## config.mk

```make
export PLATFORM = sky130hd
export DESIGN_NAME = gpio_port
export DESIGN_NICKNAME = d
export VERILOG_FILES = /design/src/hw/avr_io_pkg.sv /design/src/hw/gpio_port.sv
export VERILOG_INCLUDE_DIRS = /design/src /design/src/hw
export SDC_FILE = /design/constraint.sdc
export NUM_CORES = 1
export LEC_CHECK = 0
export BUFFER_PORTS_ARGS = -buffer_cell sky130_fd_sc_hd__buf_2
export CORE_MARGIN = 4
export CORE_UTILIZATION = 44
export DETAILED_ROUTE_END_ITERATION = 10
export PLACE_DENSITY = 0.89
export SYNTH_ARGS = -nofsm -noshare
export SYNTH_HDL_FRONTEND = slang
export SYNTH_SLANG_ARGS = --single-unit
```

## constraint.sdc

```tcl
create_clock -name clk -period 1.57 [get_ports clk]
set_input_delay 0.314 -clock clk [delete_from_list [all_inputs] [get_ports clk]]
set_output_delay 0.314 -clock clk [all_outputs]
set_load 0.005 [all_outputs]
```

## src/hw/avr_io_params.svh

```systemverilog
// Bus sizing and I/O register map of the AVR-style data bus
// Include in any file that needs widths, credit count or register addresses
`ifndef AVR_IO_PARAMS_SVH
`define AVR_IO_PARAMS_SVH

// Data bus address width
`define AVR_ADDR_W 12

// Data bus byte width
`define AVR_DATA_W 8

// Data SRAM size in bytes, covers the whole address space
`define AVR_RAM_DEPTH 4096

// Credits per master after reset, also the depth of each request queue
`define AVR_BUS_CREDITS 2

// GPIO port B, PIN at base, DDR at base+1, PORT at base+2
`define AVR_PORTB_BASE 12'h023

// GPIO port D, same layout as port B
`define AVR_PORTD_BASE 12'h029

// Timer 0 flag register
`define AVR_TIFR0_ADDR 12'h035

// Timer 0 control A, bit 0 selects the waveform mode
`define AVR_TCCR0A_ADDR 12'h044

// Timer 0 control B, bits 2..0 select the clock
`define AVR_TCCR0B_ADDR 12'h045

// Timer 0 counter
`define AVR_TCNT0_ADDR 12'h046

// Timer 0 compare A
`define AVR_OCR0A_ADDR 12'h047

// Timer 0 interrupt mask
`define AVR_TIMSK0_ADDR 12'h06E

`endif

```

## src/hw/avr_io_pkg.sv

```systemverilog
// Shared types of the AVR-style I/O bus and its peripherals
// Modules name these in port lists and import the package in their body
package avr_io_pkg;

	// Bus transfer direction
	typedef enum logic
	{
		OP_READ  = 1'b0,
		OP_WRITE = 1'b1
	} bus_op_t;

	// Bus masters, also the index of their queues in the arbiter
	typedef enum logic
	{
		MST_CPU = 1'b0,
		MST_DBG = 1'b1
	} bus_master_t;

	// Waveform mode, TCCR0A bit 0
	typedef enum logic
	{
		TIM_NORMAL   = 1'b0,
		TIM_FAST_PWM = 1'b1
	} tim_mode_t;

	// Clock select, TCCR0B bits 2..0
	typedef enum logic [2:0]
	{
		CS_STOP    = 3'd0,
		CS_DIV1    = 3'd1,
		CS_DIV8    = 3'd2,
		CS_DIV64   = 3'd3,
		CS_DIV256  = 3'd4,
		CS_DIV1024 = 3'd5
	} tim_clksel_t;

endpackage

```

## src/hw/gpio_port.sv

```systemverilog
// One 8-bit GPIO port with PIN, DDR and PORT registers
// Instantiate once per port, base_addr gives the PIN address
`timescale 1ns/1ps
`include "avr_io_params.svh"

module gpio_port #(
	parameter logic [`AVR_ADDR_W-1:0] base_addr = '0
) (
	input  logic                   clk,
	input  logic                   rst,
	input  logic                   bus_valid,
	input  avr_io_pkg::bus_op_t    bus_op,
	input  logic [`AVR_ADDR_W-1:0] bus_addr,
	input  logic [`AVR_DATA_W-1:0] bus_wdata,
	output logic [`AVR_DATA_W-1:0] rdata,
	input  logic [`AVR_DATA_W-1:0] pin_in,
	output logic [`AVR_DATA_W-1:0] pin_out,
	output logic [`AVR_DATA_W-1:0] pin_oe
);
	import avr_io_pkg::*;

	// Register layout, AVR style
	localparam logic [`AVR_ADDR_W-1:0] PIN_ADDR  = base_addr;
	localparam logic [`AVR_ADDR_W-1:0] DDR_ADDR  = base_addr + 1'b1;
	localparam logic [`AVR_ADDR_W-1:0] PORT_ADDR = base_addr + 2'd2;

	logic [`AVR_DATA_W-1:0] ddr_q;
	logic [`AVR_DATA_W-1:0] port_q;
	logic                   wr;
	logic                   rd;

	assign wr = bus_valid && (bus_op == OP_WRITE);
	assign rd = bus_valid && (bus_op == OP_READ);

	// PIN is read only, writes there are dropped
	always_ff @(posedge clk)
	begin
		if (rst)
		begin
			ddr_q  <= '0;
			port_q <= '0;
		end
		else if (wr)
		begin
			if (bus_addr == DDR_ADDR)
				ddr_q <= bus_wdata;
			if (bus_addr == PORT_ADDR)
				port_q <= bus_wdata;
		end
	end

	// Pins sampled at the edge closing the read's issue cycle
	always_ff @(posedge clk)
	begin
		rdata <= '0;
		if (rd)
		begin
			case (bus_addr)
				PIN_ADDR:  rdata <= pin_in;
				DDR_ADDR:  rdata <= ddr_q;
				PORT_ADDR: rdata <= port_q;
				default:   rdata <= '0;
			endcase
		end
	end

	// DDR bit set drives the pin
	assign pin_oe  = ddr_q;
	assign pin_out = port_q;

endmodule

```

Yosys cells after proc, flatten, opt, wreduce, memory -nomap -nowiden
Index checks and enable logic that the tools add are counted.
{ "totals": {"reg_bits": 24, "out_inout_bits": 24, "word_cells": 12} }
{ "op_classes": {"eq_ne": 2, "muxes": 1, "n_bitwise": 1, "reduce_logical": 5} }
{ "ops": {"columns": ["operator", "n"], "rows": [
  ["$pmux 8 s3", 1],
  ["$eq 12x1->1 const B", 1],
  ["$eq 12x2->1 const B", 1],
  ["$logic_not 12->1", 1],
  ["$reduce_and 2->1", 2],
  ["$logic_and 1x1->1", 2],
  ["$not 1->1", 1]
]} }

Logic depth before layout (Yosys ltp)
{ "depth": {"word_depth": 2, "mapped_depth": 5, "ltp_nobuf": 3} }

Least setup slack after synthesis
No wires, ideal clock.
{ "synth_path": {"path_type": "input port to flip-flop", "from": "input bus_addr[6]", "to": "register port_q[0], in the netlist pin_out[0]", "setup_ns": 0.072, "t_arrival_ns": 1.196, "path_slack_ns": 0.303, "path_stages": 4, "n_path_buf": 1, "cell_sequence": "nor4b_4 -> and4_1 -> buf_6 -> mux2i_1"} }
{ "synth_between": {"elab_chain_len": 2} }
{ "synth_rtl": {"columns": ["item", "line_no", "source"], "rows": [
  ["from (decl)", "gpio_port.sv:13", "input logic [`AVR_ADDR_W-1:0] bus_addr,"],
  ["$eq 12x2->1", "gpio_port.sv:47", "if (bus_addr == PORT_ADDR)"],
  ["$reduce_and 2->1 (no source line)", null, null],
  ["to (signal assigned)", "gpio_port.sv:48", "port_q <= bus_wdata;"],
  ["to (decl)", "gpio_port.sv:28", "logic [`AVR_DATA_W-1:0] port_q;"]
]} }
Every way passes these cells.
A chain may end at the register's enable or synchronous reset.

Final worst setup path
{ "layout_path": {"from": "register port_q[4], in the netlist pin_out[4]", "to": "output pin_out[4]"} }
{ "layout_lines": {"columns": ["item", "line_no", "source"], "rows": [
  ["to (decl)", "gpio_port.sv:17", "output logic [`AVR_DATA_W-1:0] pin_out,"]
]} }
No word-level cell between the ends.

==> results.ini <==
[setup_path]
required_ns=1.26
path_class=flop to primary output
reg2reg_slack_ns=0.73
crit_path_top_delay_cell=dfxtp_1
cp_cell_sequence=buf_2
critPathArrivalTime_ns=0.84
critPathLaunchType=flop
worstSetupEndpointType=primary output
r2r_start=pin_oe[5]
crit_family=flip-flops
crit_fanout=3
worstRegToRegCells=3
regToRegEndpoint=rdata[5]
critPathBufInv=1
critPathMaxStageDelay_ns=0.39

[layout]
fill_cells=200
layout-drive-gt1-share_pct=42.0
postLayoutCellArea_mm2=0.00148
regArea_um2=480
multi_input_area_um2=611
final_cell_count_no_fill=192
layout.nets=195
final_util_pct=60.2
num_antenna_cells=0
area_growth_pct=31.2

[logic_synthesis]
ys_seq_area_share_pct=42.7
postSynthAreaPerCell_um2=10.8
synth.area.top_cells=dfxtp_1, mux2i_1, nand2b_1
synth.distinct_cells=18
synth-seq-cells=24
synth_commonest_cells=dfxtp_1, mux2i_1, nand2b_1
async_flop_share_pct=0
synth_area_mm2=0.00113
synth_edf_count=0
synth_ff_type=dfxtp_1
netlist_instances=104
synth.largest_area_cell=dfxtp_1
synth_top_area_share_pct=42.7
synth_nets=136
yosysWarnings=0

[worst_hold_path]
min_path_cells=3
whs_endpoint=pin_oe[1]
hold_path_class=primary input to flop
hold_start=bus_wdata[1]

[cts]
hold_buffers=0
clk_latency_ns=0.31
cts_max_path_buffers=2
clock-sinks=24
cts-htree-levels=1
clk_pin_slew_worst_paths_ns=0.13
cts_buffers=3
post_cts_buffers=0
cts_resized=0
cts_tree=done
ctsRootBufferMaster=clkbuf_4

[global_routing]
grt_overflow_total=0
grt_pass1_wl_mm=4.49
antenna_found_initial=0
grt_max_degree=25
grt_pass1_vias=1023
grt_use_total_pct=16.8

[outcome]
status=completed

[timing]
finalCritPeriodShare_pct=73.3
setup_tns_ns=0
relSlewSlack_pct=62.6
worst_slew_pin_slew_ns=0.559
slew_viol_final=0
fmax_ghz=0.868
period_needed_ns=1.15
rsz0062_at_grt=false
setup_violations=0
fin_skew_ns=0.00905
finalHoldViolations=0

[route]
drt-total-wl_mm=2.71
drc=0
dr.pass1.iters=2
drtIter0Drc=18
ant_nets=0
wl_per_cell_um=14.1
vias=953
vias_per_cell=4.96

[placed_design]
dpl_cell_area_mm2=0.00144
place_inst=188
portBuffers=55
place.gp.congestion=0.741

[floorplan]
num_rows=18
initial_core_util_pct=45.9
die-height_um=58.6
die_w_um=58.6
ioPinCount=56
coreArea_mm2=0.00245
die_area_mm2=0.00343

[power]
power.leakage_uw=0.000750
pwr_density_cell_mw_per_mm2=707
peakVddDrop_mv=0.513

[job]
max_cap_viol_count=0

## power breakdown
part           total, uW  switching (uW)  internal [uW]
logic                119            52.2           67.1
registers            609          0.0194            609
clock network        317             175            141
## state kept, by name, summed over array words and instances (netlist names)
signal	cells
pin_oe	8
pin_out	8
rdata	8
## cells in the final DEF, fill, tap and decap left out
cell | netlist | routed
nand4_4 | 1 | 1
clkbuf_4 | 0 | 3
buf_2 | 1 | 55
and4_1 | 1 | 1
nand2b_1 | 24 | 24
nor4_4 | 1 | 1
and3b_1 | 2 | 2
dfxtp_1 | 24 | 24
nor2_1 | 8 | 8
nor3_2 | 1 | 1
nor2b_1 | 1 | 1
a21oi_1 | 1 | 1
a2bb2oi_1 | 8 | 8
buf_4 | 1 | 5
clkbuf_8 | 0 | 1
nor4b_4 | 1 | 1
mux2i_1 | 24 | 24
nand4_1 | 1 | 1
## how the worst max path moves through the flow
| stage | from | endpoint | slack, ns | depth (start not counted) |
|---|---|---|---|---|
| final | pin_out[4] | pin_out[4] | 0.42 | 1 |
| after global routing | pin_out[2] | pin_out[2] | 0.38 | 1 |
| after CTS | pin_out[2] | pin_out[2] | 0.42 | 1 |
| after detailed placement | bus_addr[5] | pin_out[6] | 0.13 | 5 |
| after global placement | bus_addr[9] | pin_oe[2] | 0.18 | 5 |
| after floorplan | bus_addr[6] | pin_out[0] | 0.30 | 4 |
## cell type report
type / count / area share [%]
clock buffer: 4 / 2.46
sequential: 24 / 32.5
tap: 30 / 2.54
multi-input combinational: 74 / 41.3
timing repair buffer: 60 / 21.2
## per-stage QoR
stage / setup WS (ns) / hold WS [ns] / power (uW)
3_3_place_gp: 0.177 / 0.473 / 739
5_1_grt: 0.377 / 0.287 / 1090
2_1_floorplan: 0.303 / 0.478 / 687
6_report: 0.418 / 0.278 / 1040
3_5_place_dp: 0.127 / 0.485 / 742
4_1_cts: 0.420 / 0.276 / 1050
## worst reg2reg max path, delay by kind of cell (launching register included)
family	cells	cell delay (ns)
compound gates	1	0.17
flops	1	0.35
mux	1	0.17
simple gates	1	0.06
## logic make-up (layout without fill, tap and decap cells)
logic type | count (synthesis) | after routing | synth area share, %
simple gates | 41 | 41 | 26.2
mux | 24 | 24 | 21.3
flops | 24 | 24 | 42.7
compound gates | 9 | 9 | 6.67
buf+inv | 6 | 64 | 3.11
## metal layers
layer  routed length, um  vias to the layer above  part of all wire [%]  GRT usage (%)
met5                   0                        -                     0              0
met4                  38                        0                   1.4           6.15
met3                 228                        4                   8.4           3.51
met2                1390                       37                    51           30.8
met1                1060                      436                    39           18.9
li1                    -                      476                     -              -
(Power assumes the default switching activity.)
