File: src/hw/avr_io_params.svh
// Bus sizing and I/O register map of the AVR-style data bus
// Include in any file that needs widths, credit count or register addresses
`ifndef AVR_IO_PARAMS_SVH
`define AVR_IO_PARAMS_SVH

// Data bus address width
`define AVR_ADDR_W 12

// Data bus byte width
`define AVR_DATA_W 8

// Data SRAM size in bytes, covers the whole address space
`define AVR_RAM_DEPTH 4096

// Credits per master after reset, also the depth of each request queue
`define AVR_BUS_CREDITS 2

// GPIO port B, PIN at base, DDR at base+1, PORT at base+2
`define AVR_PORTB_BASE 12'h023

// GPIO port D, same layout as port B
`define AVR_PORTD_BASE 12'h029

// Timer 0 flag register
`define AVR_TIFR0_ADDR 12'h035

// Timer 0 control A, bit 0 selects the waveform mode
`define AVR_TCCR0A_ADDR 12'h044

// Timer 0 control B, bits 2..0 select the clock
`define AVR_TCCR0B_ADDR 12'h045

// Timer 0 counter
`define AVR_TCNT0_ADDR 12'h046

// Timer 0 compare A
`define AVR_OCR0A_ADDR 12'h047

// Timer 0 interrupt mask
`define AVR_TIMSK0_ADDR 12'h06E

`endif

File: src/hw/avr_io_pkg.sv
// Shared types of the AVR-style I/O bus and its peripherals
// Modules name these in port lists and import the package in their body
package avr_io_pkg;

	// Bus transfer direction
	typedef enum logic
	{
		OP_READ  = 1'b0,
		OP_WRITE = 1'b1
	} bus_op_t;

	// Bus masters, also the index of their queues in the arbiter
	typedef enum logic
	{
		MST_CPU = 1'b0,
		MST_DBG = 1'b1
	} bus_master_t;

	// Waveform mode, TCCR0A bit 0
	typedef enum logic
	{
		TIM_NORMAL   = 1'b0,
		TIM_FAST_PWM = 1'b1
	} tim_mode_t;

	// Clock select, TCCR0B bits 2..0
	typedef enum logic [2:0]
	{
		CS_STOP    = 3'd0,
		CS_DIV1    = 3'd1,
		CS_DIV8    = 3'd2,
		CS_DIV64   = 3'd3,
		CS_DIV256  = 3'd4,
		CS_DIV1024 = 3'd5
	} tim_clksel_t;

endpackage

File: src/hw/data_bus_arbiter.sv
// Shares the data bus between the CPU and debug ports
// Credit-based queues per master, debug first, read data ORed from all peers
`timescale 1ns/1ps
`include "avr_io_params.svh"

module data_bus_arbiter (
	input  logic                   clk,
	input  logic                   rst,
	input  logic                   cpu_req_valid,
	input  avr_io_pkg::bus_op_t    cpu_req_op,
	input  logic [`AVR_ADDR_W-1:0] cpu_req_addr,
	input  logic [`AVR_DATA_W-1:0] cpu_req_wdata,
	output logic                   cpu_credit,
	output logic                   cpu_rsp_valid,
	output logic [`AVR_DATA_W-1:0] cpu_rsp_rdata,
	input  logic                   dbg_req_valid,
	input  avr_io_pkg::bus_op_t    dbg_req_op,
	input  logic [`AVR_ADDR_W-1:0] dbg_req_addr,
	input  logic [`AVR_DATA_W-1:0] dbg_req_wdata,
	output logic                   dbg_credit,
	output logic                   dbg_rsp_valid,
	output logic [`AVR_DATA_W-1:0] dbg_rsp_rdata,
	output logic                   bus_valid,
	output avr_io_pkg::bus_op_t    bus_op,
	output logic [`AVR_ADDR_W-1:0] bus_addr,
	output logic [`AVR_DATA_W-1:0] bus_wdata,
	input  logic [`AVR_DATA_W-1:0] sram_rdata,
	input  logic [`AVR_DATA_W-1:0] portb_rdata,
	input  logic [`AVR_DATA_W-1:0] portd_rdata,
	input  logic [`AVR_DATA_W-1:0] tim_rdata
);
	import avr_io_pkg::*;

	localparam int DEPTH = `AVR_BUS_CREDITS;
	localparam int PTR_W = (DEPTH > 1) ? $clog2(DEPTH) : 1;
	localparam int CNT_W = $clog2(DEPTH + 1);

	// Master-side signals, indexed by bus_master_t
	logic                   req_valid [2];
	bus_op_t                req_op    [2];
	logic [`AVR_ADDR_W-1:0] req_addr  [2];
	logic [`AVR_DATA_W-1:0] req_wdata [2];
	logic                   issue     [2];
	logic                   rsp_valid [2];
	logic [`AVR_DATA_W-1:0] rsp_rdata [2];

	// Request queue storage, no reset
	bus_op_t                q_op    [2][DEPTH];
	logic [`AVR_ADDR_W-1:0] q_addr  [2][DEPTH];
	logic [`AVR_DATA_W-1:0] q_wdata [2][DEPTH];
	logic [PTR_W-1:0]       wr_ptr  [2];
	logic [PTR_W-1:0]       rd_ptr  [2];
	logic [CNT_W-1:0]       count   [2];

	bus_master_t            sel;
	logic                   rd_pend;
	bus_master_t            rd_owner;
	logic [`AVR_DATA_W-1:0] rdata_or;

	function automatic logic [PTR_W-1:0] ptr_next(input logic [PTR_W-1:0] ptr);
		if (ptr == PTR_W'(DEPTH - 1))
			return '0;
		return ptr + 1'b1;
	endfunction

	assign req_valid[MST_CPU] = cpu_req_valid;
	assign req_op[MST_CPU]    = cpu_req_op;
	assign req_addr[MST_CPU]  = cpu_req_addr;
	assign req_wdata[MST_CPU] = cpu_req_wdata;
	assign req_valid[MST_DBG] = dbg_req_valid;
	assign req_op[MST_DBG]    = dbg_req_op;
	assign req_addr[MST_DBG]  = dbg_req_addr;
	assign req_wdata[MST_DBG] = dbg_req_wdata;

	// Debug head always wins, CPU only when debug queue is empty
	assign issue[MST_DBG] = (count[MST_DBG] != '0);
	assign issue[MST_CPU] = (count[MST_CPU] != '0) && (count[MST_DBG] == '0);

	// Queue fill and drain, credits guarantee no overflow
	always_ff @(posedge clk)
	begin
		for (int m = 0; m < 2; m++)
		begin
			if (req_valid[m])
			begin
				q_op[m][wr_ptr[m]]    <= req_op[m];
				q_addr[m][wr_ptr[m]]  <= req_addr[m];
				q_wdata[m][wr_ptr[m]] <= req_wdata[m];
			end
		end
	end

	always_ff @(posedge clk)
	begin
		for (int m = 0; m < 2; m++)
		begin
			if (rst)
			begin
				wr_ptr[m] <= '0;
				rd_ptr[m] <= '0;
				count[m]  <= '0;
			end
			else
			begin
				if (req_valid[m])
					wr_ptr[m] <= ptr_next(wr_ptr[m]);
				if (issue[m])
					rd_ptr[m] <= ptr_next(rd_ptr[m]);
				count[m] <= count[m] + CNT_W'(req_valid[m]) - CNT_W'(issue[m]);
			end
		end
	end

	// Drive the winning head onto the shared bus
	always_comb
	begin
		sel       = issue[MST_DBG] ? MST_DBG : MST_CPU;
		bus_valid = issue[MST_CPU] || issue[MST_DBG];
		bus_op    = q_op[sel][rd_ptr[sel]];
		bus_addr  = q_addr[sel][rd_ptr[sel]];
		bus_wdata = q_wdata[sel][rd_ptr[sel]];
	end

	// Owner of the read in flight, one cycle deep
	always_ff @(posedge clk)
	begin
		if (rst)
			rd_pend <= 1'b0;
		else
			rd_pend <= bus_valid && (bus_op == OP_READ);
		rd_owner <= sel;
	end

	// Unaddressed peers return zero
	assign rdata_or = sram_rdata | portb_rdata | portd_rdata | tim_rdata;

	always_comb
	begin
		for (int m = 0; m < 2; m++)
		begin
			rsp_valid[m] = rd_pend && (rd_owner == bus_master_t'(m));
			rsp_rdata[m] = rsp_valid[m] ? rdata_or : '0;
		end
	end

	// Credit back on the cycle a request leaves its queue
	assign cpu_credit    = issue[MST_CPU];
	assign cpu_rsp_valid = rsp_valid[MST_CPU];
	assign cpu_rsp_rdata = rsp_rdata[MST_CPU];
	assign dbg_credit    = issue[MST_DBG];
	assign dbg_rsp_valid = rsp_valid[MST_DBG];
	assign dbg_rsp_rdata = rsp_rdata[MST_DBG];

endmodule

File: config.mk
export PLATFORM = sky130hd
export DESIGN_NAME = data_bus_arbiter
export DESIGN_NICKNAME = d
export VERILOG_FILES = /design/src/hw/avr_io_pkg.sv /design/src/hw/data_bus_arbiter.sv
export VERILOG_INCLUDE_DIRS = /design/src /design/src/hw
export SDC_FILE = /design/constraint.sdc
export NUM_CORES = 1
export LEC_CHECK = 0
export ABC_AREA = 1
export BUFFER_PORTS_ARGS = -buffer_cell sky130_fd_sc_hd__buf_2
export CORE_AREA = 2 2 105 77
export CTS_CLUSTER_DIAMETER = 60
export DETAILED_ROUTE_END_ITERATION = 10
export DIE_AREA = 0 0 107 79
export PLACE_DENSITY = 0.83
export SYNTH_ARGS = -nofsm -noshare
export SYNTH_HDL_FRONTEND = slang
export SYNTH_SLANG_ARGS = --single-unit
export TNS_END_PERCENT = 30
File: constraint.sdc
create_clock -name clk -period 3.6 [get_ports clk]
set_clock_uncertainty 0.1 [all_clocks]
set_input_delay 0.18 -clock clk [delete_from_list [all_inputs] [get_ports clk]]
set_output_delay 0.18 -clock clk [all_outputs]
set_load 0.01 [all_outputs]
**Word-level counts from Yosys, hierarchy flattened**

Memories as Yosys holds them, arrays and structs flattened.
Cells that the tools add are included.

- Bits of input ports: 78
- Logic and storage cells: 123
- Memories: 6
- Register bits after elaboration: 2
- Memory bits (writable): 92
- Output and inout port bits: 42

Memory list:

| name | words | bits a word | read ports | clocked after Yosys merged registers in | wr ports | line | source |
|---|---|---|---|---|---|---|---|
| q_addr | 2 | 24 | 1 | 0 | 2 | data_bus_arbiter.sv:49 | `` logic [`AVR_ADDR_W-1:0] q_addr [2][DEPTH]; `` |
| q_wdata | 2 | 16 | 1 | 0 | 2 | data_bus_arbiter.sv:50 | `` logic [`AVR_DATA_W-1:0] q_wdata [2][DEPTH]; `` |
| count | 2 | 2 | 2 | 0 | 2 | data_bus_arbiter.sv:53 | `logic [CNT_W-1:0] count [2];` |
| q_op | 2 | 2 | 1 | 0 | 2 | data_bus_arbiter.sv:48 | `bus_op_t q_op [2][DEPTH];` |
| rd_ptr | 2 | 1 | 3 | 0 | 2 | data_bus_arbiter.sv:52 | `logic [PTR_W-1:0] rd_ptr [2];` |
| wr_ptr | 2 | 1 | 2 | 0 | 2 | data_bus_arbiter.sv:51 | `logic [PTR_W-1:0] wr_ptr [2];` |

- Add/sub/neg operators: 8
- Muxes and demuxes: 78
- Order comparisons: 5
- Reductions and logical operators: 10
- Bitwise gates (word level): 14

Operator list:

| operator | number |
|---|---|
| $mux 12 | 5 |
| $mux 8 | 7 |
| $mux 1 | 52 |
| $mux 24 | 2 |
| $mux 16 | 2 |
| $demux 12 s1 | 2 |
| $or 8x8->8 | 3 |
| $demux 8 s1 | 2 |
| $mux 2 | 4 |
| $ge 2x2->1 const B | 3 |
| $logic_and 1x1->1 | 6 |
| $not 1->2 | 3 |
| $or 1x1->1 | 6 |
| $add 1x1->1 const B | 4 |
| $add 2x1->2 | 2 |
| $lt 2x1->1 const B | 2 |
| $reduce_bool 2->1 | 2 |
| $sub 2x1->2 | 2 |
| $demux 1 s1 | 2 |
| $logic_not 2->1 | 1 |
| $not 1->1 | 2 |
| $logic_or 1x1->1 | 1 |

**Depth between registers and ports, before layout**

An unclocked memory read counts as a cell.

- Depth in word-level cells: 9
- Gate-level depth with buffers: 10
- Mapped depth without buffers: 9

**Worst setup path before layout**

Ideal clock, no wire load.

- Path kind: register -> register
- Start point: memory wr_ptr[0] in the netlist's numbering
- End point: memory q_addr[0][12] in the netlist's numbering, enable pin
- Slack: 1781 ps
- Required time: 3101 ps
- Arrival time: 1320 ps
- Stages on the path, launching flop included: 2
- Path buffers: 0
- Clock period less this slack: 1819 ps
- Setup time: 399 ps
- Cell sequence: edfxtp_1 nor2_1

RTL lines:

| what | line |
|---|---|
| start, declared | data_bus_arbiter.sv:51 |
| end, declared | data_bus_arbiter.sv:49 |

==> flow_summary.ini <==
[outcome]
status = finished, final reports clean

[route]
drt_iter0_markers = 187
viasPerCell = 4.88
wl_per_cell_um = 14.6
routed_wl_um = 9370
drc = 0
route.antenna.remaining_nets = 0
dr.pass1.iters = 4
vias = 3140

[grt]
first_global_vias = 3124
antenna_found_initial = 0
track_usage = 0.232
overflow = 0
grt_max_degree = 46
grt_pass1_wl_um = 14600

[critical_path]
path_max_fanout = 28
cp_data_arrival_time_ps = 2270
crit_type = flop to output pin
required_ps = 3320
end_kind = output pin
startpoint_type = flop

[clock_tree]
root_buffer = clkbuf_8
cts_tree = yes
postCtsSetupBuffers = 0
cts.clk_slew.worst_paths_ps = 80
cts_buffers = 9
htree_levels = 3
clk_path_buf_depth = 2
cts_sinks = 94
clkLatencyLatePin_ps = 350

[layout]
nets = 618
nFillCells = 541
drive_gt1_frac = 0.266
num_antenna_cells = 0
area_growth_pct = 33.2

[pwr]
ir_drop_mv = 0.313
power_leakage_nw = 2.46
p_per_area_nw_per_um2 = 476

[floorplanning]
rows = 27
initial_core_util = 0.526
die_w_um = 107
io_pins = 120
fp.dieArea_um2 = 8450
core_area_um2 = 7530
die-height_um = 79

[timing]
holdWs_ps = 80.6
rsz0062_at_grt = false
tightest_slew_ps = 1280
period_share = 0.709
finalHoldViolCount = 0
tns_ps = 0
max-slew-margin-rel = 0.148
setup_viol = 0
fmax_mhz = 392
drv_slew = 0
layout_min_cycle_time_ps = 2550

[logic_synthesis]
avgSynthCellArea_um2 = 10.5
synth_top_cell_by_area = edfxtp_1
synth_top_area_frac = 0.666
synth_fp_nets = 457
ys_seq_area_frac = 0.697
syn_area_um2 = 3970
ys_ff_latch = 94
ys_types = 21
syn_inst = 377
yosysWarnings = 0
synthTopCellsByArea = edfxtp_1 (67%), nand2_1 (19%), dfxtp_1 (3.0%)

[min_path]
hp-class = input port to flop

[place]
gp_congestion = 0.756
port_buffers = 119
dpl.hpwl_um = 6120

[job]
cap_viol_max_count = 0
placed cells by master (no fill, tap or decap):
master and instances:
a21boi_1 1, a21oi_1 1, buf_2 119, buf_4 1, bufinv_16 4, clkbuf_8 9
clkinv_2 1, dfxtp_1 6, dlygate4sd3_1 43, edfxtp_1 88, ha_1 2, inv_1 14
inv_2 1, inv_6 1, nand2_1 202, nand2_2 1, nand2_4 1, nand3_1 1
nor2_1 26, nor2_2 3, nor2_4 2, nor3_1 4, nor4_1 8, o21ai_0 2
o21ai_2 1
synthesized netlist by cell type:
library cell / number
a21boi_1: 1
a21oi_1: 1
buf_2: 4
buf_4: 4
buf_6: 5
dfxtp_1: 6
edfxtp_1: 88
ha_1: 2
inv_1: 14
inv_2: 1
nand2_1: 202
nand2_2: 1
nand2_4: 1
nand3_1: 1
nor2_1: 28
nor2_2: 1
nor2_4: 2
nor3_1: 4
nor4_1: 8
o21ai_0: 2
o21ai_2: 1
critical path, cell delays in order, from the launching register on:
cell and delay, ps:
dfxtp_1 360, nor2_4 520, nor2_1 160, nor2_4 480, nand2_1 130, nand2_1 130, buf_2 140
cells by family (layout without fill, tap and decap cells):
kind of cell / Yosys count / count (layout) / synth area share
simple gates: 248 / 248 / 0.248
flops: 94 / 94 / 0.697
buf+inv: 28 / 193 / 0.0410
compound gates: 5 / 5 / 0.00789
fa+ha+maj: 2 / 2 / 0.00631
flip-flops by register name, summed over array words and instances (netlist names):
| signal | flops |
|---|---|
| count | 4 |
| q_addr | 48 |
| q_op | 4 |
| q_wdata | 32 |
| rd_owner | 1 |
| rd_pend | 1 |
| rd_ptr | 2 |
| wr_ptr | 2 |
worst paths after layout:
path / to / depth (start not counted) / slack (ps) / startpoint
min reg2reg: count[1][1]$_SDFF_PP0_ / 2 / 480 / count[1][1]$_SDFF_PP0_
max: bus_addr[11] / 6 / 1050 / count[1][1]$_SDFF_PP0_
max reg2reg: count[0][1]$_SDFF_PP0_ / 10 / 1410 / count[1][1]$_SDFF_PP0_
min: wr_ptr[1]$_SDFFCE_PP0P_ / 3 / 80 / dbg_req_valid
report_power, final:
part           leakage, nW  switching [mW]  total (mW)  internal, mW
combinational         1.45           0.211       0.356         0.144
sequential           0.881          0.0206        1.28          1.26
clock                0.130           0.346       0.875         0.529
total                 2.46           0.578        2.51          1.94
cell type report:
class,count,area (um2),area share
Timing Repair Buffer,163,1030,0.196
Sequential cell,94,2760,0.523
Multi-Input combinational cell,255,1050,0.198
Clock inverter,6,134,0.0253
Clock buffer,9,124,0.0234
Inverter,15,56.3,0.0107
Tap cell,101,126,0.0239
per-stage QoR:
stage               utilization  worst slack [ps]  area, um2  power (mW)  std cells
global placement          0.610              1550       4590        1.61        585
CTS                       0.701              1050       5280        2.52        643
detailed placement        0.610              1430       4590        1.63        585
floorplan                     -              1780       3970        1.49        377
global route              0.701               894       5280        2.62        643
finish                    0.701              1050       5280        2.51        643
metal layers:
layer  part of all wire  wire (um)  vias up  track usage
li1                   -          -     1548            -
met1               0.38       3600     1433        0.272
met2               0.52       4870      149        0.423
met3              0.086        805       10       0.0657
met4             0.0098         92        0       0.0597
met5                  0          0        -            0
timing repair:
action | CTS | global route
gates resized for setup | 0 | 0
hold buffers | 43 | 0
endpoints found under the hold margin | 86 | 0
Note: power is estimated with default switching activity, not from simulation.
