--- config.mk ---
export PLATFORM = sky130hd
export DESIGN_NAME = timer8_pwm
export DESIGN_NICKNAME = d
export VERILOG_FILES = /design/src/hw/avr_io_pkg.sv /design/src/hw/timer8_pwm.sv
export VERILOG_INCLUDE_DIRS = /design/src /design/src/hw
export SDC_FILE = /design/constraint.sdc
export NUM_CORES = 1
export LEC_CHECK = 0
export CAP_MARGIN = 0
export CORE_ASPECT_RATIO = 0.9
export CORE_UTILIZATION = 50
export DETAILED_ROUTE_END_ITERATION = 8
export DONT_BUFFER_PORTS = 1
export GPL_TIMING_DRIVEN = 1
export MAX_ROUTING_LAYER = met4
export PLACE_DENSITY_LB_ADDON = 0.1
export SLEW_MARGIN = 10
export SYNTH_ARGS = -nofsm -noshare
export SYNTH_HDL_FRONTEND = slang
export SYNTH_SLANG_ARGS = --single-unit
--- constraint.sdc ---
create_clock -name clk -period 1.9 [get_ports clk]
set_input_delay 0.095 -clock clk [delete_from_list [all_inputs] [get_ports clk]]
set_output_delay 0.095 -clock clk [all_outputs]
set_load 0.005 [all_outputs]
--- src/hw/avr_io_params.svh ---
// Bus sizing and I/O register map of the AVR-style data bus
// Include in any file that needs widths, credit count or register addresses
`ifndef AVR_IO_PARAMS_SVH
`define AVR_IO_PARAMS_SVH

// Data bus address width
`define AVR_ADDR_W 12

// Data bus byte width
`define AVR_DATA_W 8

// Data SRAM size in bytes, covers the whole address space
`define AVR_RAM_DEPTH 4096

// Credits per master after reset, also the depth of each request queue
`define AVR_BUS_CREDITS 2

// GPIO port B, PIN at base, DDR at base+1, PORT at base+2
`define AVR_PORTB_BASE 12'h023

// GPIO port D, same layout as port B
`define AVR_PORTD_BASE 12'h029

// Timer 0 flag register
`define AVR_TIFR0_ADDR 12'h035

// Timer 0 control A, bit 0 selects the waveform mode
`define AVR_TCCR0A_ADDR 12'h044

// Timer 0 control B, bits 2..0 select the clock
`define AVR_TCCR0B_ADDR 12'h045

// Timer 0 counter
`define AVR_TCNT0_ADDR 12'h046

// Timer 0 compare A
`define AVR_OCR0A_ADDR 12'h047

// Timer 0 interrupt mask
`define AVR_TIMSK0_ADDR 12'h06E

`endif

--- src/hw/avr_io_pkg.sv ---
// Shared types of the AVR-style I/O bus and its peripherals
// Modules name these in port lists and import the package in their body
package avr_io_pkg;

	// Bus transfer direction
	typedef enum logic
	{
		OP_READ  = 1'b0,
		OP_WRITE = 1'b1
	} bus_op_t;

	// Bus masters, also the index of their queues in the arbiter
	typedef enum logic
	{
		MST_CPU = 1'b0,
		MST_DBG = 1'b1
	} bus_master_t;

	// Waveform mode, TCCR0A bit 0
	typedef enum logic
	{
		TIM_NORMAL   = 1'b0,
		TIM_FAST_PWM = 1'b1
	} tim_mode_t;

	// Clock select, TCCR0B bits 2..0
	typedef enum logic [2:0]
	{
		CS_STOP    = 3'd0,
		CS_DIV1    = 3'd1,
		CS_DIV8    = 3'd2,
		CS_DIV64   = 3'd3,
		CS_DIV256  = 3'd4,
		CS_DIV1024 = 3'd5
	} tim_clksel_t;

endpackage

--- src/hw/timer8_pwm.sv ---
// 8-bit timer/counter 0 with prescaler, compare A, flags and fast PWM
// Sits on the I/O bus and decodes its own register addresses
`timescale 1ns/1ps
`include "avr_io_params.svh"

module timer8_pwm (
	input  logic                   clk,
	input  logic                   rst,
	input  logic                   bus_valid,
	input  avr_io_pkg::bus_op_t    bus_op,
	input  logic [`AVR_ADDR_W-1:0] bus_addr,
	input  logic [`AVR_DATA_W-1:0] bus_wdata,
	output logic [`AVR_DATA_W-1:0] rdata,
	output logic                   oca,
	output logic                   irq
);
	import avr_io_pkg::*;

	localparam int PRE_W = 10;

	tim_mode_t              mode;
	tim_clksel_t            clksel;
	logic [`AVR_DATA_W-1:0] tcnt;
	logic [`AVR_DATA_W-1:0] ocr0a;
	// Bit 0 overflow, bit 1 compare A
	logic [1:0]             timsk;
	logic [1:0]             tifr;
	logic [PRE_W-1:0]       pre;
	logic                   tick;
	logic                   cnt_en;
	logic                   wr;
	logic                   rd;
	logic [1:0]             flag_set;

	assign wr = bus_valid && (bus_op == OP_WRITE);
	assign rd = bus_valid && (bus_op == OP_READ);

	// Free-running prescaler shared by all divide ratios
	always_ff @(posedge clk)
	begin
		if (rst)
			pre <= '0;
		else
			pre <= pre + 1'b1;
	end

	always_comb
	begin
		case (clksel)
			CS_DIV1:    tick = 1'b1;
			CS_DIV8:    tick = &pre[2:0];
			CS_DIV64:   tick = &pre[5:0];
			CS_DIV256:  tick = &pre[7:0];
			CS_DIV1024: tick = &pre[9:0];
			default:    tick = 1'b0;
		endcase
	end

	// A bus write to TCNT takes the place of the count
	assign cnt_en   = tick && !(wr && (bus_addr == `AVR_TCNT0_ADDR));
	assign flag_set = {cnt_en && (tcnt == ocr0a), cnt_en && (&tcnt)};

	always_ff @(posedge clk)
	begin
		if (rst)
		begin
			mode   <= TIM_NORMAL;
			clksel <= CS_STOP;
			tcnt   <= '0;
			ocr0a  <= '0;
			timsk  <= '0;
			tifr   <= '0;
			oca    <= 1'b0;
		end
		else
		begin
			if (cnt_en)
				tcnt <= tcnt + 1'b1;
			// Hardware set wins over a same-cycle clear
			if (wr && (bus_addr == `AVR_TIFR0_ADDR))
				tifr <= (tifr & ~bus_wdata[1:0]) | flag_set;
			else
				tifr <= tifr | flag_set;
			if (wr)
			begin
				case (bus_addr)
					`AVR_TCCR0A_ADDR: mode   <= tim_mode_t'(bus_wdata[0]);
					`AVR_TCCR0B_ADDR: clksel <= tim_clksel_t'(bus_wdata[2:0]);
					`AVR_TCNT0_ADDR:  tcnt   <= bus_wdata;
					`AVR_OCR0A_ADDR:  ocr0a  <= bus_wdata;
					`AVR_TIMSK0_ADDR: timsk  <= bus_wdata[1:0];
					default:          ;
				endcase
			end
			// High for OCR0A counts out of 256
			oca <= (mode == TIM_FAST_PWM) && (tcnt < ocr0a);
		end
	end

	always_ff @(posedge clk)
	begin
		rdata <= '0;
		if (rd)
		begin
			case (bus_addr)
				`AVR_TCCR0A_ADDR: rdata <= {7'b0, mode};
				`AVR_TCCR0B_ADDR: rdata <= {5'b0, clksel};
				`AVR_TCNT0_ADDR:  rdata <= tcnt;
				`AVR_OCR0A_ADDR:  rdata <= ocr0a;
				`AVR_TIMSK0_ADDR: rdata <= {6'b0, timsk};
				`AVR_TIFR0_ADDR:  rdata <= {6'b0, tifr};
				default:          rdata <= '0;
			endcase
		end
	end

	// Masked flags straight from the registers
	assign irq = |(tifr & timsk);

endmodule

# == Yosys cells after proc, flatten, opt, wreduce, memory -nomap -nowiden ==
# Index checks and enable logic that the tools add are counted.
# word_totals
reg_bits,43
word_cells,55
# op_classes
add_sub_neg,2
order_cmp,1
n_eq_ne,12
muxes,6
bitwise,6
reduce_logical,19
# ops
op,count
== test 12 x 7 -> 1 bit (second input constant),5
case mux 8 bit (6 select lines),1
two-way mux 8 bit,3
AND reduction 8 bit,2
== test 12 x 6 -> 1 bit (second input constant),1
adder 10 x 1 -> 10 bit (second input constant),1
AND reduction 10 bit,1
adder 8 x 1 -> 8 bit (second input constant),1
== test 8 bit,1
logical AND 1 bit,8
< comparator 8 bit,1
AND reduction 2 bit,4
== test 3 x 2 -> 1 bit (second input constant),2
== test 3 bit (second input constant),2
AND reduction 6 bit,1
case mux 1 bit (5 select lines),1
bitwise AND 2 bit,2
OR 2 bit,2
== test 3 x 1 -> 1 bit (second input constant),1
AND reduction 3 bit,1
two-way mux 2 bit,1
NOT 2 bit,1
OR reduction 2 bit,1
zero test 1 bit,1
NOT 1 bit,1

# == Longest topological paths before layout ==
# Gate-level depths: netlist of run 1.
# depth
depth_word,7
depth_mapped,7

# == Least setup slack after synthesis of run 1 ==
# No wires, ideal clock.
# synth_timing
path_type,reg-to-reg
start,register pre[0]
end,register tcnt[5]
setup_ns,0.091
arrival_ns,1.879
required_time_ns,1.809
setup_slack_ns,-0.070
path_stages_with_launch,7
period_less_slack_ns,1.970
cell_sequence,dfxtp_1 > ha_1 > nand3_2 > a2111oi_4 > o21ai_2 > or4_1 > a311oi_1
# synth_via
elab_chain_cells,6
elab_cells_between_ends,9
cone_classes,mux: 4; reduce/logical: 5
# synth_lines
element,line_no,text
"start, declared",timer8_pwm.sv:28,logic [PRE_W-1:0] pre;
"start signal, assigned",timer8_pwm.sv:44,pre <= pre + 1'b1;
"AND reduction 10 bit, or another cell as far along",timer8_pwm.sv:54,CS_DIV1024: tick = &pre[9:0];
case mux 1 bit (5 select lines) *,timer8_pwm.sv:49,case (clksel)
logical AND 1 bit *,timer8_pwm.sv:60,assign cnt_en = tick && !(wr && (bus_addr == `AVR_TCNT0_ADDR));
two-way mux 8 bit *,timer8_pwm.sv:77,if (cnt_en)
two-way mux 8 bit,timer8_pwm.sv:86,case (bus_addr)
two-way mux 8 bit *,timer8_pwm.sv:84,if (wr)
"end signal, assigned",timer8_pwm.sv:78,tcnt <= tcnt + 1'b1;
"end signal, assigned",timer8_pwm.sv:89,`AVR_TCNT0_ADDR: tcnt <= bus_wdata;
"end, declared",timer8_pwm.sv:23,logic [`AVR_DATA_W-1:0] tcnt;
# Mark *: on every way between the ends. The rest lies on a longest branch, timed or not.
# A chain may end at the register's enable or synchronous reset.

# == Worst setup path in the final report of run 1 ==
# layout_timing
start,register pre[6]
end,register tcnt[6]
# layout_via
elab_chain_cells,6
elab_cells_between_ends,7
cone_classes,mux: 4; reduce/logical: 3
# layout_lines
element,line_no
AND reduction 10 bit / AND reduction 8 bit (equally long branches),"timer8_pwm.sv:54, timer8_pwm.sv:53"
case mux 1 bit (5 select lines) *,timer8_pwm.sv:49
logical AND 1 bit *,timer8_pwm.sv:60
two-way mux 8 bit *,timer8_pwm.sv:77
two-way mux 8 bit,timer8_pwm.sv:86
two-way mux 8 bit *,timer8_pwm.sv:84
# Marked as above.

==> results of run 1 <==
-- critical path, delay by kind of cell, from the launching register on --
family	cells	cell delay [ns]
compound gates	3	0.89
simple gates	2	0.42
flops	1	0.41
-- layer usage --
layer / routed length (microns) / vias to the layer above
met5: 0 / -
met4: 64 / 0
met3: 317 / 8
met2: 2210 / 63
met1: 2610 / 930
li1: - / 999
-- kinds of logic after synthesis --
group / after synthesis / synth area share, %
mux: 8 / 3.72
xor+xnor: 9 / 3.49
simple gates: 109 / 24.7
compound gates: 64 / 20.0
buf+inv: 23 / 3.88
flops: 43 / 38.2
fa+ha+maj: 11 / 6.10
-- layout make-up --
type,instances,area (sq um),area share [%]
sequential,43,863,32.6
timing repair buffer,23,205,7.75
tap,60,75.1,2.83
inverter,13,48.8,1.84
multi-input combinational,201,1320,50.0
clock buffer,6,72.6,2.74
clock inverter,2,60.1,2.27
-- metrics by stage --
step	cells	hold WS [ns]	worst slack (ns)	utilization, %	cell area (sq um)
2_1_floorplan	267	0.235	0.0584	-	2260
3_3_place_gp	328	0.166	0.0476	56.4	2370
3_5_place_dp	328	0.168	0.0117	56.4	2370
4_1_cts	346	0.0520	0.000996	62.1	2620
5_1_grt	348	0.0540	-0.0135	62.9	2650
6_report	348	0.0598	0.0941	62.9	2650
-- layout by cell type (no fill, tap or decap), types with 3 or more instances in the layout --
cell	synthesis	final
nor2_1	45	45
dfxtp_1	43	41
a21oi_1	26	25
buf_4	0	14
nand2_1	13	13
inv_1	12	12
nand3_1	11	11
ha_1	11	10
a22oi_1	8	8
dlygate4sd3_1	0	8
o21ai_0	5	5
xnor2_1	5	5
nor2b_1	5	5
mux2i_1	5	5
clkbuf_8	0	5
xor2_1	4	4
and3_1	4	4
nand4_1	4	4
nand2b_1	4	4
a311oi_1	4	4
a211oi_1	4	4
or3_1	3	3
and2_1	3	3
and4_1	3	3
mux2_2	3	3
-- state kept, by name (all words and copies together), names as in the netlist --
| signal | count |
|---|---|
| pre | 10 |
| tcnt | 8 |
| ocr0a | 8 |
| tifr | 2 |
| clksel | 3 |
| mode | 1 |
| rdata | 8 |
| timsk | 2 |
| oca | 1 |
-- report_power, final --
group          internal (mW)  switching, mW
clock                  0.525          0.308
sequential             0.906        0.00561
combinational         0.0407         0.0447
total                   1.47          0.358
-- worst max-delay path by stage --
stage	from	endpoint
after global routing	pre[0]	tcnt[6]
after floorplan	pre[0]	tcnt[5]
after CTS	pre[0]	tcnt[6]
after global placement	pre[0]	tcnt[5]
after detailed placement	pre[0]	tcnt[6]
final	pre[6]	tcnt[6]
-- repair_timing --
| item | CTS | global route |
|---|---|---|
| hold buffers | 9 | 0 |
| hold endpoints to repair | 35 | 0 |
| setup endpoints to repair | 1 | 3 |
| gates resized for setup | 0 | 5 |
| pin swaps | 2 | 3 |
| setup buffers | 1 | 2 |
==> key figures, run 1 <==
Global route
  • Vias in the first global route: 1824
  • Antenna violations before repair: 0
  • First-pass GRT wire length: 8.80 mm
  • Total grt overflow: 0
  • Busiest grt layer: met2
  • M3 GR Usage: 5.37%
  • Largest net degree at the start of global routing: 36
  • GR Util met1: 34.4%
  • Met2 usage: 36.3%
  • Overall routing resource usage: 25.0%

Worst setup path
  • Type of origin of the critical path: flip-flop
  • FF-to-FF setup slack: 0.09 ns
  • CP max stage delay: 0.43 ns
  • Slowest cell on crit path: a2111oi_4
  • R2R depth: 5
  • Crit. End Element: flip-flop
  • Max FO, Critical Path: 3
  • R2R Path End: tcnt[6]
  • Critical path type: flip-flop to flip-flop
  • CP cell instances: nand2_4, a2111oi_4, o2111a_1, or3b_1, a311oi_1
  • CP Data Required Time: 2.11 ns
  • Arrival @ worst endpoint: 2.01 ns
  • R2R Path Start: pre[6]

STA
  • Setup Viol. Count Final: 0
  • Worst Max-Slew Pin Slew: 0.389 ns
  • Setup TNS: 0 ns
  • Fin crit share: 95.0%
  • Clock period minus worst slack: 1.81 ns
  • Hold Vio Cnt, Final: 0
  • Fmax: 554 MHz
  • Slew headroom: 74.0%
  • Layout Skew: 0.00468 ns
  • RSZ-0062 raised after global routing: yes
  • Final Max Slew Viols: 0

Synth
  • Warnings from Yosys: 0
  • Most common cell in the netlist: nor2_1
  • Mapped Nets: 302
  • Area share of the largest cell type after synthesis: 38.2%
  • Syn Inst Count: 267
  • Synth cell count leaders: nor2_1, dfxtp_1, a21oi_1, nand2_1, inv_1
  • Post-synthesis sequential area ratio: 38.2%
  • Netlist cell types: 50
  • Synthesized area: 0.00226 sq mm
  • Synth area leader: dfxtp_1
  • Post-synth EDFFs: 0
  • Async SR Flop Fraction: 0%
  • Mean Syn Cell Area: 8.45 sq um
  • Top_reg_cell synth: dfxtp_1
  • Synth area leaders: dfxtp_1, nor2_1, ha_1
  • Number of synthesized register bits: 43

Routing
  • DRT antenna net count: 0
  • Vias: 2000
  • DRT iter0 DRCs: 153
  • Wire length per cell: 15.0 microns
  • Drt drc: 0
  • Final wirelength: 5.21 mm
  • DR vias/cell: 5.75
  • Initial DRT Pass Iterations: 4

Place
  • DP HPWL: 3.76 mm
  • Global placement routability congestion: 0.953
  • IO Port Bufs: 0

Power and ir drop
  • Cell leakage power: 0.941 nW
  • Worst vdd ir: 0.504 mV
  • PD cells: 691 mW/mm^2
  • Final Total Pwr: 1.83 mW

Finish
  • Nets: 322
  • Antenna fix cells: 0
  • Synthesis-to-finish area growth: 17.4%
  • Fillers: 372
  • Layout cells sized above 1: 12.5%

Hold path
  • Hold depth: 2
  • Hold Crit Class: primary input to flip-flop
  • HP Start: rst
  • Hold EP: pre[0]

CTS
  • Root buffer cell: clkbuf_8
  • CTS tree: yes
  • Clock sinks: 43
  • Clock Tree Buf Depth: 2
  • H-Tree Depth: 2
  • CTS Buf Count: 5
  • Clk slew on worst S/H paths: 0.08 ns
  • Worst skew pair latency: 0.30 ns

Die
  • Top Ports: 34
  • Die height: 65.7 microns
  • Die Wd: 72.8 microns
  • Initial Util: 53.6%
  • Site row count: 22
  • Die area: 0.00479 sq mm
  • Core footprint: 0.00421 sq mm

Run status
  • Status: finished clean

Flow run
  • Maxcap violations: 0
No activity file was read; power rests on OpenSTA's default activity.
==> run 2: changes to the inputs <==
- clock period: 1.9 -> 1.6 ns (I/O delays scaled with it)
==> key figures, run 2 (synthesized netlist as in run 1, its figures left out) <==
Run status
  • Status: finished with violations
  • Failing checks: setup timing

STA
  • Final setup margin: -0.138 ns (-0.232 ns)
  • Clock period minus worst slack: 1.74 ns (-0.0677 ns)
  • Worst Max-Slew Pin Slew: 0.355 ns (-0.0344 ns)
  • Fmax: 575 MHz (+3.9%)
  • Hold Vio Cnt, Final: 0 (unchanged)
  • Setup Viol. Count Final: 11 (+11)
  • Final Max Slew Viols: 0 (unchanged)
  • Fin crit share: 109% (+14 points)
  • Layout Skew: 0.00449 ns (-0.000188 ns)
  • Slew headroom: 76.4% (+2.4 points)
  • Hold slack: 0.0368 ns (-0.0230 ns)
  • RSZ-0062 raised after global routing: yes

Power and ir drop
  • Clock power frac: 45.8% (+0.3 points)
  • Cell leakage power: 1.03 nW (+9.1%)
  • P_sw: 0.445 mW (+24%)
  • PD cells: 780 mW/mm^2 (+13%)
  • Seq pwr share: 49.3% (-0.5 points)
  • Gate power share: 4.9% (+0.2 points)
  • Net Sw Frac: 20.3% (+0.71 points)
  • Pint: 1.75 mW (+19%)
  • Worst vdd ir: 0.593 mV (+18%)

Finish
  • Final non-filler cell total: 364 (+4.6%)
  • Antenna fix cells: 0 (unchanged)
  • Most frequent cells in the layout: nor2_1, dfxtp_1, buf_4, a21oi_1, nand2_1
  • Max reg flops: 10 (unchanged)
  • Commonest non-fill, non-tap cell in the layout: nor2_1
  • Nets: 338 (+5.0%)
  • Layout cells sized above 1: 19.1% (+6.6 points)
  • Largest register by flop count: pre
  • Synthesis-to-finish area growth: 24.7%

Routing
  • DRT antenna net count: 0 (unchanged)
  • Drt drc: 0 (unchanged)
  • Initial DRT Pass Iterations: 4 (unchanged)
  • Final wirelength: 5.31 mm (+1.9%)
  • Wire length per cell: 14.6 microns (-2.6%)
  • DRT iter0 DRCs: 143 (-6.5%)
  • DR vias/cell: 5.53 (-3.8%)
  • Vias: 2012 (+0.60%)

Die
  • Die Wd: 72.8 microns (unchanged)
  • Die area: 0.00479 sq mm (unchanged)
  • Site row count: 22 (unchanged)
  • Initial Util: 53.6% (unchanged)
  • Core footprint: 0.00421 sq mm (unchanged)
  • Top Ports: 34 (unchanged)
  • Die height: 65.7 microns (unchanged)

Global route
  • Overall routing resource usage: 25.4% (+0.40 points)
  • Largest net degree at the start of global routing: 36 (unchanged)
  • Antenna violations before repair: 0 (unchanged)
  • First-pass GRT wire length: 8.93 mm (+1.5%)
  • Total grt overflow: 0 (unchanged)
  • Vias in the first global route: 1888 (+3.5%)

CTS
  • CTS Buf Count: 5 (unchanged)
  • Worst skew pair latency: 0.30 ns (about the same)
  • H-Tree Depth: 2 (unchanged)
  • Clock sinks: 43 (unchanged)
  • Root buffer cell: clkbuf_8
  • Clk slew on worst S/H paths: 0.08 ns (about the same)
  • CTS tree: yes
  • Clock Tree Buf Depth: 2 (unchanged)

Flow run
  • Maxcap violations: 0 (unchanged)

Worst setup path
  • Type of origin of the critical path: flip-flop
  • Crit path from: pre[0]
  • Critical path type: flip-flop to flip-flop
  • Crit path to: tcnt[5]
  • FF-to-FF setup slack: -0.14 ns (-0.23 ns)
  • Max FO, Critical Path: 3 (unchanged)
  • Crit. End Element: flip-flop
  • R2R Path Start: pre[0]
  • R2R Path End: tcnt[5]
  • R2R depth: 7 (+2)
  • CP Data Required Time: 1.82 ns (-0.29 ns)
  • Arrival @ worst endpoint: 1.95 ns (-0.06 ns)

Place
  • Global placement routability congestion: 0.937 (-1.6%)
  • Cells after DPL: 343 (+4.6%)
  • IO Port Bufs: 0 (unchanged)
  • DP HPWL: 3.89 mm (+3.2%)

Hold path
  • Hold Crit Class: primary input to flip-flop
## run 2: cell count changes in the layout (fill, tap and decap cells not counted), sizes merged
cell and delta:
clkinvlp +1, buf +16, clkbuf -1
## run 2: what timing repair did
action | CTS | global route
endpoints found under the setup margin | 9 | 12
pin swaps | 12 | 7
hold endpoints to repair | 35 | 0
buffers inserted | 2 | 2
gates resized for setup | 4 | 4
hold buffers | 9 | 0
## run 2: metrics by stage
step	total power [mW]	util, %	setup TNS, ns	instance area (sq um)	setup WS [ns]
after floorplan	1.16	-	-0.401	2280	-0.194
after global placement	1.17	59.7	-0.526	2510	-0.138
after detailed placement	1.17	59.7	-0.774	2510	-0.203
after CTS	2.22	66.0	-1.15	2780	-0.212
after global routing	2.28	66.8	-2.28	2810	-0.260
final	2.20	66.8	-1.05	2810	-0.138
## run 2: metal layers
metal  wire length [microns]  global-route usage [%]
met5                       0                       -
met3                     409                    8.74
met4                      59                    6.37
met1                    2530                    34.3
met2                    2310                    36.1
## run 2: cell type report
cell class              count  area, sq um
flip-flops and latches     43          866
repair buffers             39          329
fillers                   375         1400
clock buffers               5         68.8
inverters                  13         48.8
well taps                  60         75.1
multi-input cells         201         1360
clock inverters             3         67.6
## run 2: worst min path at each step
| stage | startpoint | end | slack, ns | depth (start not counted) |
|---|---|---|---|---|
| 2_1_floorplan | bus_wdata[1] | ocr0a[1] | 0.22 | 2 |
| 3_3_place_gp | rst | pre[0] | 0.14 | 1 |
| 3_5_place_dp | rst | pre[0] | 0.15 | 1 |
| 4_1_cts | bus_addr[0] | mode | 0.03 | 3 |
| 5_1_grt | rst | pre[5] | 0.05 | 2 |
| 6_report | rst | pre[0] | 0.04 | 2 |
## run 2: critical path, cell delays in order (launching register included)
cell and delay (ns):
dfxtp_2 0.36, ha_4 0.15, ha_2 0.17, a21oi_2 0.06, o22ai_2 0.15, o21ai_2 0.09
or4_1 0.47, a311oi_1 0.21
## run 2: power groups by stage
| stage | logic [mW] | registers, mW | clock network [mW] |
|---|---|---|---|
| after floorplan | 0.0491 | 1.11 | 0 |
| after global placement | 0.0614 | 1.11 | 0 |
| after detailed placement | 0.0613 | 1.11 | 0 |
| after CTS | 0.106 | 1.08 | 1.03 |
| after global routing | 0.116 | 1.08 | 1.08 |
| final | 0.108 | 1.08 | 1.00 |
